`src/logic/wallacePkg.sv`:
```
// Widths and row types shared by every stage of the 8-by-8 Wallace-tree multiplier.
package wallacePkg;

  // both operands are unsigned and eight bits wide.
  localparam int operandWidth = 8;

  // every carry-save row is as wide as the full product.
  localparam int rowWidth = 16;

  // The second partial-product group (rows four to six) is compressed this many
  // columns lower and moved back up before level two.
  localparam int groupShift = 3;

  // an unsigned multiplier operand.
  typedef logic [operandWidth-1:0] operand_t;

  // a carry-save row, or the final product.
  typedef logic [rowWidth-1:0] row_t;

endpackage

```
`src/logic/csaRowsIf.sv`:
```
`timescale 1ns/10ps
// Bundle of the four registered carry-save rows passed from the front stage to the back stage.
interface csaRowsIf;
  import wallacePkg::*;

  // sum and carry of the first group after level two.
  row_t rowSumA;
  row_t rowCarryA;

  // sum and carry of the second group after level two.
  // these are already realigned to their true columns.
  row_t rowSumB;
  row_t rowCarryB;

  // the front stage owns the registers behind these rows.
  modport front (
    output rowSumA,
    output rowCarryA,
    output rowSumB,
    output rowCarryB
  );

  // the back stage only reads them.
  modport back (
    input rowSumA,
    input rowCarryA,
    input rowSumB,
    input rowCarryB
  );

endinterface

```
`src/logic/carrySaveAdder.sv`:
```
`timescale 1ns/10ps
// Row of full adders that compresses three rows into a sum row and a carry row.
module carrySaveAdder #(
  parameter int columns = 16
) (
  input  wallacePkg::row_t x,
  input  wallacePkg::row_t y,
  input  wallacePkg::row_t z,
  output wallacePkg::row_t sum,
  output wallacePkg::row_t carry
);
  import wallacePkg::*;

  // ones in the lowest columns positions, where a full adder exists.
  row_t windowMask;

  // carry of each full adder before it is moved one column up.
  row_t majority;

  assign windowMask = ~({rowWidth{1'b1}} << columns);

  // every column of the window is one full adder.
  // Columns above the window have no adder and read as zero.
  assign sum      = (x ^ y ^ z) & windowMask;
  assign majority = ((x & y) | (y & z) | (x & z)) & windowMask;

  // the carry of column i feeds column i+1 of the next level.
  // With a full 16-column window the carry of column 15 falls off the row,
  // so the caller has to show that it is always zero.
  assign carry = majority << 1;

endmodule

```
`src/logic/csaFrontStage.sv`:
```
`timescale 1ns/10ps
// Front pipeline stage forming partial products and running carry-save levels one and two.
module csaFrontStage (
  input  logic                 clk,
  input  logic                 rstN,
  input  wallacePkg::operand_t a,
  input  wallacePkg::operand_t b,
  csaRowsIf.front              rows
);
  import wallacePkg::*;

  // partial[i] is a gated by bit i of b and moved up to column i.
  row_t partial [operandWidth];

  // level-one rows of the first group (partial rows 0 to 2).
  row_t sumA1;
  row_t carryA1;

  // Level-one rows of the second group (partial rows 3 to 5).
  // they are groupShift columns lower than their true weight.
  row_t sumB1;
  row_t carryB1;
  row_t sumB1Aligned;
  row_t carryB1Aligned;

  // level-two rows, captured by the pipeline register.
  row_t sumA2;
  row_t carryA2;
  row_t sumB2;
  row_t carryB2;

  for (genvar i = 0; i < operandWidth; i++)
  begin : gPartial
    assign partial[i] = row_t'(a & {operandWidth{b[i]}}) << i;
  end

  // the first group spans columns 0 to 9, so a 10-column window holds it.
  carrySaveAdder #(.columns(10)) u_levelOneA (
    .x     (partial[0]),
    .y     (partial[1]),
    .z     (partial[2]),
    .sum   (sumA1),
    .carry (carryA1)
  );

  // Taken groupShift columns lower, rows 3 to 5 fit the same narrow window.
  carrySaveAdder #(.columns(10)) u_levelOneB (
    .x     (partial[3] >> groupShift),
    .y     (partial[4] >> groupShift),
    .z     (partial[5] >> groupShift),
    .sum   (sumB1),
    .carry (carryB1)
  );

  assign sumB1Aligned   = sumB1 << groupShift;
  assign carryB1Aligned = carryB1 << groupShift;

  // the last two partial rows meet the first sum. Nothing reaches column 15.
  carrySaveAdder #(.columns(15)) u_levelTwoA (
    .x     (partial[6]),
    .y     (partial[7]),
    .z     (sumA1),
    .sum   (sumA2),
    .carry (carryA2)
  );

  // the first carry meets the realigned second group, which ends at column 12.
  carrySaveAdder #(.columns(13)) u_levelTwoB (
    .x     (carryA1),
    .y     (sumB1Aligned),
    .z     (carryB1Aligned),
    .sum   (sumB2),
    .carry (carryB2)
  );

  // first pipeline register, between levels two and three.
  always_ff @(posedge clk)
  begin
    if (!rstN)
    begin
      rows.rowSumA   <= '0;
      rows.rowCarryA <= '0;
      rows.rowSumB   <= '0;
      rows.rowCarryB <= '0;
    end
    else
    begin
      rows.rowSumA   <= sumA2;
      rows.rowCarryA <= carryA2;
      rows.rowSumB   <= sumB2;
      rows.rowCarryB <= carryB2;
    end
  end

  // The shifted second group must stay below column 10.
  // Anything higher would be lost by the move back up or by the 13-column window.
  secondGroupFits : assert property (@(posedge clk) disable iff (!rstN)
    ((sumB1 | carryB1) >> (13 - groupShift)) == '0);

endmodule

```
`src/logic/csaBackStage.sv`:
```
`timescale 1ns/10ps
// Back pipeline stage running carry-save levels three and four and the second register.
module csaBackStage (
  input  logic             clk,
  input  logic             rstN,
  csaRowsIf.back           rows,
  output wallacePkg::row_t sumRow,
  output wallacePkg::row_t carryRow
);
  import wallacePkg::*;

  // level-three result of the three widest registered rows.
  row_t sum3;
  row_t carry3;

  // level-four result, the two rows left for the adder.
  row_t sum4;
  row_t carry4;

  // the three inputs stop at column 14, so 15 columns are enough.
  carrySaveAdder #(.columns(15)) u_levelThree (
    .x     (rows.rowSumA),
    .y     (rows.rowCarryA),
    .z     (rows.rowSumB),
    .sum   (sum3),
    .carry (carry3)
  );

  // the level-three carry can reach column 15, so the last level is full width.
  carrySaveAdder #(.columns(rowWidth)) u_levelFour (
    .x     (rows.rowCarryB),
    .y     (sum3),
    .z     (carry3),
    .sum   (sum4),
    .carry (carry4)
  );

  // second pipeline register, feeding the prefix adder.
  always_ff @(posedge clk)
  begin
    if (!rstN)
    begin
      sumRow   <= '0;
      carryRow <= '0;
    end
    else
    begin
      sumRow   <= sum4;
      carryRow <= carry4;
    end
  end

  // rows from the front stage must leave column 15 empty for the 15-column window.
  levelThreeFits : assert property (@(posedge clk) disable iff (!rstN)
    !(rows.rowSumA[rowWidth-1] | rows.rowCarryA[rowWidth-1] | rows.rowSumB[rowWidth-1]));

  // the three level-four rows must add up within 16 bits.
  // A carry out of column 15 would have no row bit to land in.
  levelFourNoOverflow : assert property (@(posedge clk) disable iff (!rstN)
    ((({2'b0, rows.rowCarryB} + {2'b0, sum3} + {2'b0, carry3}) >> rowWidth) == '0));

endmodule

```
`src/logic/prefixAdder.sv`:
```
`timescale 1ns/10ps
// Parallel-prefix carry-lookahead adder that turns the final sum and carry rows into the product.
module prefixAdder (
  input  wallacePkg::row_t sumRow,
  input  wallacePkg::row_t carryRow,
  output wallacePkg::row_t product
);
  import wallacePkg::*;

  // Each position holds two terms for a span of columns.
  // carry0 is the carry out of the span if no carry enters it, and carry1 the carry out if one does.
  // Position 0 is the adder's own carry-in, tied to zero.
  // Position i+1 belongs to column i.
  logic [rowWidth:0] carry0 [$clog2(rowWidth + 1) + 1];
  logic [rowWidth:0] carry1 [$clog2(rowWidth + 1) + 1];

  // carry into every column once all five levels are done
  row_t carryIn;
  logic finalCarry;

  // a column generates when both bits are set and lets a carry through when either is.
  assign carry0[0] = {sumRow & carryRow, 1'b0};
  assign carry1[0] = {sumRow | carryRow, 1'b0};

  // Each level doubles the span with the star operator.
  // After five levels the top position also covers the carry-in.
  for (genvar lvl = 0; lvl < $clog2(rowWidth + 1); lvl++)
  begin : gLevel
    for (genvar pos = 0; pos <= rowWidth; pos++)
    begin : gPos
      if (pos >= (1 << lvl))
      begin : gStar
        assign carry0[lvl+1][pos] = carry0[lvl][pos]
                                  | (carry1[lvl][pos] & carry0[lvl][pos-(1<<lvl)]);
        assign carry1[lvl+1][pos] = carry0[lvl][pos]
                                  | (carry1[lvl][pos] & carry1[lvl][pos-(1<<lvl)]);
      end
      else
      begin : gKeep
        // this span already reaches the carry-in.
        assign carry0[lvl+1][pos] = carry0[lvl][pos];
        assign carry1[lvl+1][pos] = carry1[lvl][pos];
      end
    end
  end

  // position j covers the carry-in and columns 0 to j-1, so it is the carry into column j.
  assign carryIn    = carry0[$clog2(rowWidth + 1)][rowWidth-1:0];
  assign finalCarry = carry0[$clog2(rowWidth + 1)][rowWidth];

  assign product = sumRow ^ carryRow ^ carryIn;

  // an 8-by-8 product always fits in 16 bits.
  always_comb
  begin
    assert final (finalCarry !== 1'b1)
      else $error("prefixAdder: carry out of column 15 is set");
  end

endmodule

```
`src/logic/wallaceMultiplier.sv`:
```
`timescale 1ns/10ps
// Top level of the two-stage pipelined 8-by-8 Wallace-tree multiplier.
module wallaceMultiplier (
  input  logic                 clk,
  input  logic                 rstN,
  input  wallacePkg::operand_t a,
  input  wallacePkg::operand_t b,
  output wallacePkg::row_t     product
);
  import wallacePkg::*;

  // registered rows between level two and level three
  csaRowsIf rowsIf ();

  // registered rows between level four and the adder.
  row_t sumRow;
  row_t carryRow;

  // Operands are taken at every rising edge.
  csaFrontStage u_frontStage (
    .clk  (clk),
    .rstN (rstN),
    .a    (a),
    .b    (b),
    .rows (rowsIf)
  );

  csaBackStage u_backStage (
    .clk      (clk),
    .rstN     (rstN),
    .rows     (rowsIf),
    .sumRow   (sumRow),
    .carryRow (carryRow)
  );

  // the product follows the second register without a further stage.
  prefixAdder u_prefixAdder (
    .sumRow   (sumRow),
    .carryRow (carryRow),
    .product  (product)
  );

endmodule

```
`config.mk`:
```
export PLATFORM = sky130hd
export DESIGN_NAME = wallaceMultiplier
export DESIGN_NICKNAME = d
export VERILOG_FILES = /design/src/logic/wallacePkg.sv /design/src/logic/csaRowsIf.sv /design/src/logic/carrySaveAdder.sv /design/src/logic/csaFrontStage.sv /design/src/logic/csaBackStage.sv /design/src/logic/prefixAdder.sv /design/src/logic/wallaceMultiplier.sv
export SDC_FILE = /design/constraint.sdc
export NUM_CORES = 1
export LEC_CHECK = 0
export ABC_CLOCK_PERIOD_IN_PS = 2600
export BUFFER_PORTS_ARGS = -buffer_cell sky130_fd_sc_hd__buf_4
export CORE_ASPECT_RATIO = 0.75
export CORE_MARGIN = 8
export CORE_UTILIZATION = 30
export DETAILED_ROUTE_END_ITERATION = 10
export SETUP_SLACK_MARGIN = 0.02
export SLEW_MARGIN = 20
export SYNTH_ARGS = -nofsm -noshare
export SYNTH_HDL_FRONTEND = slang
export SYNTH_SLANG_ARGS = --single-unit
```
`constraint.sdc`:
```
create_clock -name clk -period 2.6 [get_ports clk]
set_clock_uncertainty 0.1 [all_clocks]
set_input_delay 0.52 -clock clk [delete_from_list [all_inputs] [get_ports clk]]
set_output_delay 0.52 -clock clk [all_outputs]
set_load 0.005 [all_outputs]
```
==> flow_metrics.env <==
export IMPL_clk_latency_ns=0.32
export IMPL_worstMarginPinSlew_ns=0.4810
export IMPL_start_util=0.3034
export IMPL_mappedNetlistNets=492
export IMPL_fin_area_um2=4955
export IMPL_grt_setup_unrepaired="true"
export IMPL_worst_path_max_fanout=2
export IMPL_worstPathArrival_ns=2.20
export IMPL_die_x_um=151.2
export IMPL_synthCells=393
export IMPL_path_clk_slew_ns=0.05
export IMPL_ys_ff_latch=72
export IMPL_gp_congestion=0.7912
export IMPL_clock_path_buffers=2
export IMPL_hpwl_mm=6.124
export IMPL_leakage_nw=2.295
export IMPL_cp_required_ns=1.98
export IMPL_r2r_end="u_backStage.sumRow[12]"
export IMPL_synth_warnings=0
export IMPL_power_density_nw_per_um2=593.6
export IMPL_worst_r2r_setup_slack_ns=0.93
export IMPL_antenna_found_initial=0
export IMPL_seqCellArea_um2=1444
export IMPL_wirelength_mm=7.778
export IMPL_hold_ws_ns=0.3336
export IMPL_place_ws_ns=0.01574
export IMPL_setup_slack_ns=-0.2209
export IMPL_viasPerCell=4.188
export IMPL_hold_class="flip-flop to flip-flop"
export IMPL_clkSinkCount=72
export IMPL_crit_path_end_kind="output pin"
export IMPL_multi_input_area_um2=2560
export IMPL_vias=2563
export IMPL_dieArea_um2=17760
export IMPL_ioPinCount=34
export IMPL_firstDrtPassIters=4
export IMPL_initialDrtViolationCount=89
export IMPL_synthArstFlopShare=0
export IMPL_violations="setup timing"
export IMPL_critPathLaunch="u_backStage.sumRow[4]"
export IMPL_ctsHoldBuffers=0
export IMPL_nFillCells=1353
export IMPL_synth_flop_cell="dfxtp_1"
export IMPL_rows=37
export IMPL_drive_above_1_share=0.1785
export IMPL_relSlewSlack=0.6793
export IMPL_drc=0
export IMPL_syn_area_um2=4115
export IMPL_place_area_um2=4544
export IMPL_place_inst=592
export IMPL_layout_nets=532
export IMPL_die_y_um=117.4
export IMPL_n_antenna_cell=0
export IMPL_yosysSeqAreaShare=0.3503
export IMPL_port_buffers=33
export IMPL_overflow=0
export IMPL_grt_pass1_vias=2664
export IMPL_grt_pass1_wl_mm=13.05
export IMPL_max_freq_mhz=354.5
export IMPL_area_delta_synth_final_pct=20.40
export IMPL_stdcell_count=612
export IMPL_track_usage=0.09036
export IMPL_fp_coreArea_um2=13560
export IMPL_drtAntennaViolNets=0
export IMPL_worstReg2RegStart="u_frontStage.rows.rowSumA[12]"
export IMPL_ys_types=33
export IMPL_irDropWorstVdd_v=0.0003477
export IMPL_synth_edf_count=0
export IMPL_crit_end="product[12]"
export IMPL_wl_per_cell_um=12.71
export IMPL_setup_violations=5
export IMPL_status="finished, violations left"
export IMPL_slew_viol_final=0
export IMPL_reg2reg_depth=3
export IMPL_maxCapViolations=0
export IMPL_cts_tree="yes"
export IMPL_fin_crit_sh=1.085
export IMPL_final_cell_mix="108 x and2_1, 70 x dfxtp_1, 40 x buf_4"
export IMPL_cts_buffers=9
export IMPL_htreeDepth=3
export IMPL_grt_max_degree=73
export IMPL_path_class="flip-flop to output pin"
export IMPL_syn_avg_cell_area_um2=10.47
export IMPL_fin_crit_ns=2.821
export IMPL_final_common_cell="and2_1"
export IMPL_hold_viol=0
export IMPL_critPathLaunchType="flip-flop"
export IMPL_clockRootBuffer="clkbuf_16"
-- state kept, by name, summed over array words and instances (netlist names) --
name,count
u_frontStage.rows.rowSumB,11
u_frontStage.rows.rowSumA,15
u_backStage.sumRow,16
u_frontStage.rows.rowCarryB,10
u_frontStage.rows.rowCarryA,8
u_backStage.carryRow,12
-- worst min path at each step --
stage                                       from                     to  slack [ns]  depth (start not counted)
detailed placement  u_frontStage.rows.rowSumA[1]  u_backStage.sumRow[1]        0.33                          1
global route        u_frontStage.rows.rowSumA[0]  u_backStage.sumRow[0]        0.37                          1
finish              u_frontStage.rows.rowSumA[1]  u_backStage.sumRow[1]        0.33                          1
floorplan           u_frontStage.rows.rowSumA[0]  u_backStage.sumRow[0]        0.31                          1
global placement    u_frontStage.rows.rowSumA[1]  u_backStage.sumRow[1]        0.32                          1
CTS                 u_frontStage.rows.rowSumA[1]  u_backStage.sumRow[1]        0.34                          1
-- layer usage --
metal | track usage | wire length, um | share of wire
met5 | 0 | 0 | 0
met4 | 0.02591 | 85 | 0.011
met3 | 0.02881 | 317 | 0.041
met2 | 0.1181 | 2901 | 0.37
met1 | 0.1358 | 4474 | 0.58
-- where the power goes --
part           internal, W  switching (W)  total, W
combinational     0.000302       0.000303  0.000605
sequential         0.00120      0.0000437   0.00124
clock             0.000688       0.000408   0.00110
total              0.00219       0.000755   0.00294
-- cells in the mapped netlist (3+ instances only) --
cell	n	share of area
ha_1	44	0.13
nor3_1	4	0.0049
and2_1	108	0.16
fa_1	37	0.18
inv_1	39	0.036
a21oi_1	3	0.0036
buf_4	4	0.0073
nand2_1	20	0.018
dfxtp_1	72	0.35
o21ai_0	4	0.0049
xnor2_1	7	0.015
clkbuf_1	8	0.0073
nor2_1	7	0.0064
o21bai_1	3	0.0055
nor2b_1	9	0.014
nor4_1	3	0.0046
-- cells by family after synthesis --
| kind of cell | after synthesis | synth area share |
|---|---|---|
| and+or+nand+nor | 156 | 0.2210 |
| adders and majority gates | 81 | 0.3138 |
| DFF | 72 | 0.3503 |
| buffers and inverters | 51 | 0.05017 |
| AOI/OAI and AO/OA | 24 | 0.04561 |
| xor gates and xnor gates | 9 | 0.01916 |
-- critical path, stage by stage, from the launching register on --
cell      delay [ns]
dfxtp_2         0.34
ha_4            0.14
inv_2           0.03
fa_2            0.33
o21bai_1        0.19
a21oi_2         0.09
o31a_1          0.27
o31ai_2         0.20
xor2_1          0.16
buf_4           0.13
-- through the flow --
stage | util | TNS, ns | power (W)
after global placement | 0.3350 | 0 | 0.001823
final | 0.3653 | -0.4755 | 0.002941
after detailed placement | 0.3350 | 0 | 0.001843
after global routing | 0.3653 | -1.137 | 0.003123
after floorplan | - | 0 | 0.001615
after CTS | 0.3619 | -0.6520 | 0.002959
-- what timing repair did --
item / in CTS / in global routing
setup endpoints to repair: 6 / 8
gates resized for setup: 17 / 7
setup buffers: 4 / 1
pin swaps: 7 / 2
-- final cells by class --
cell class,count,area share
multi-input combinational,270,0.5167
sequential,72,0.2914
timing repair buffer,41,0.06288
clock buffer,12,0.05177
tap,175,0.04419
inverter,39,0.02955
clock inverter,3,0.003535
No activity file was read; power rests on OpenSTA's default activity.
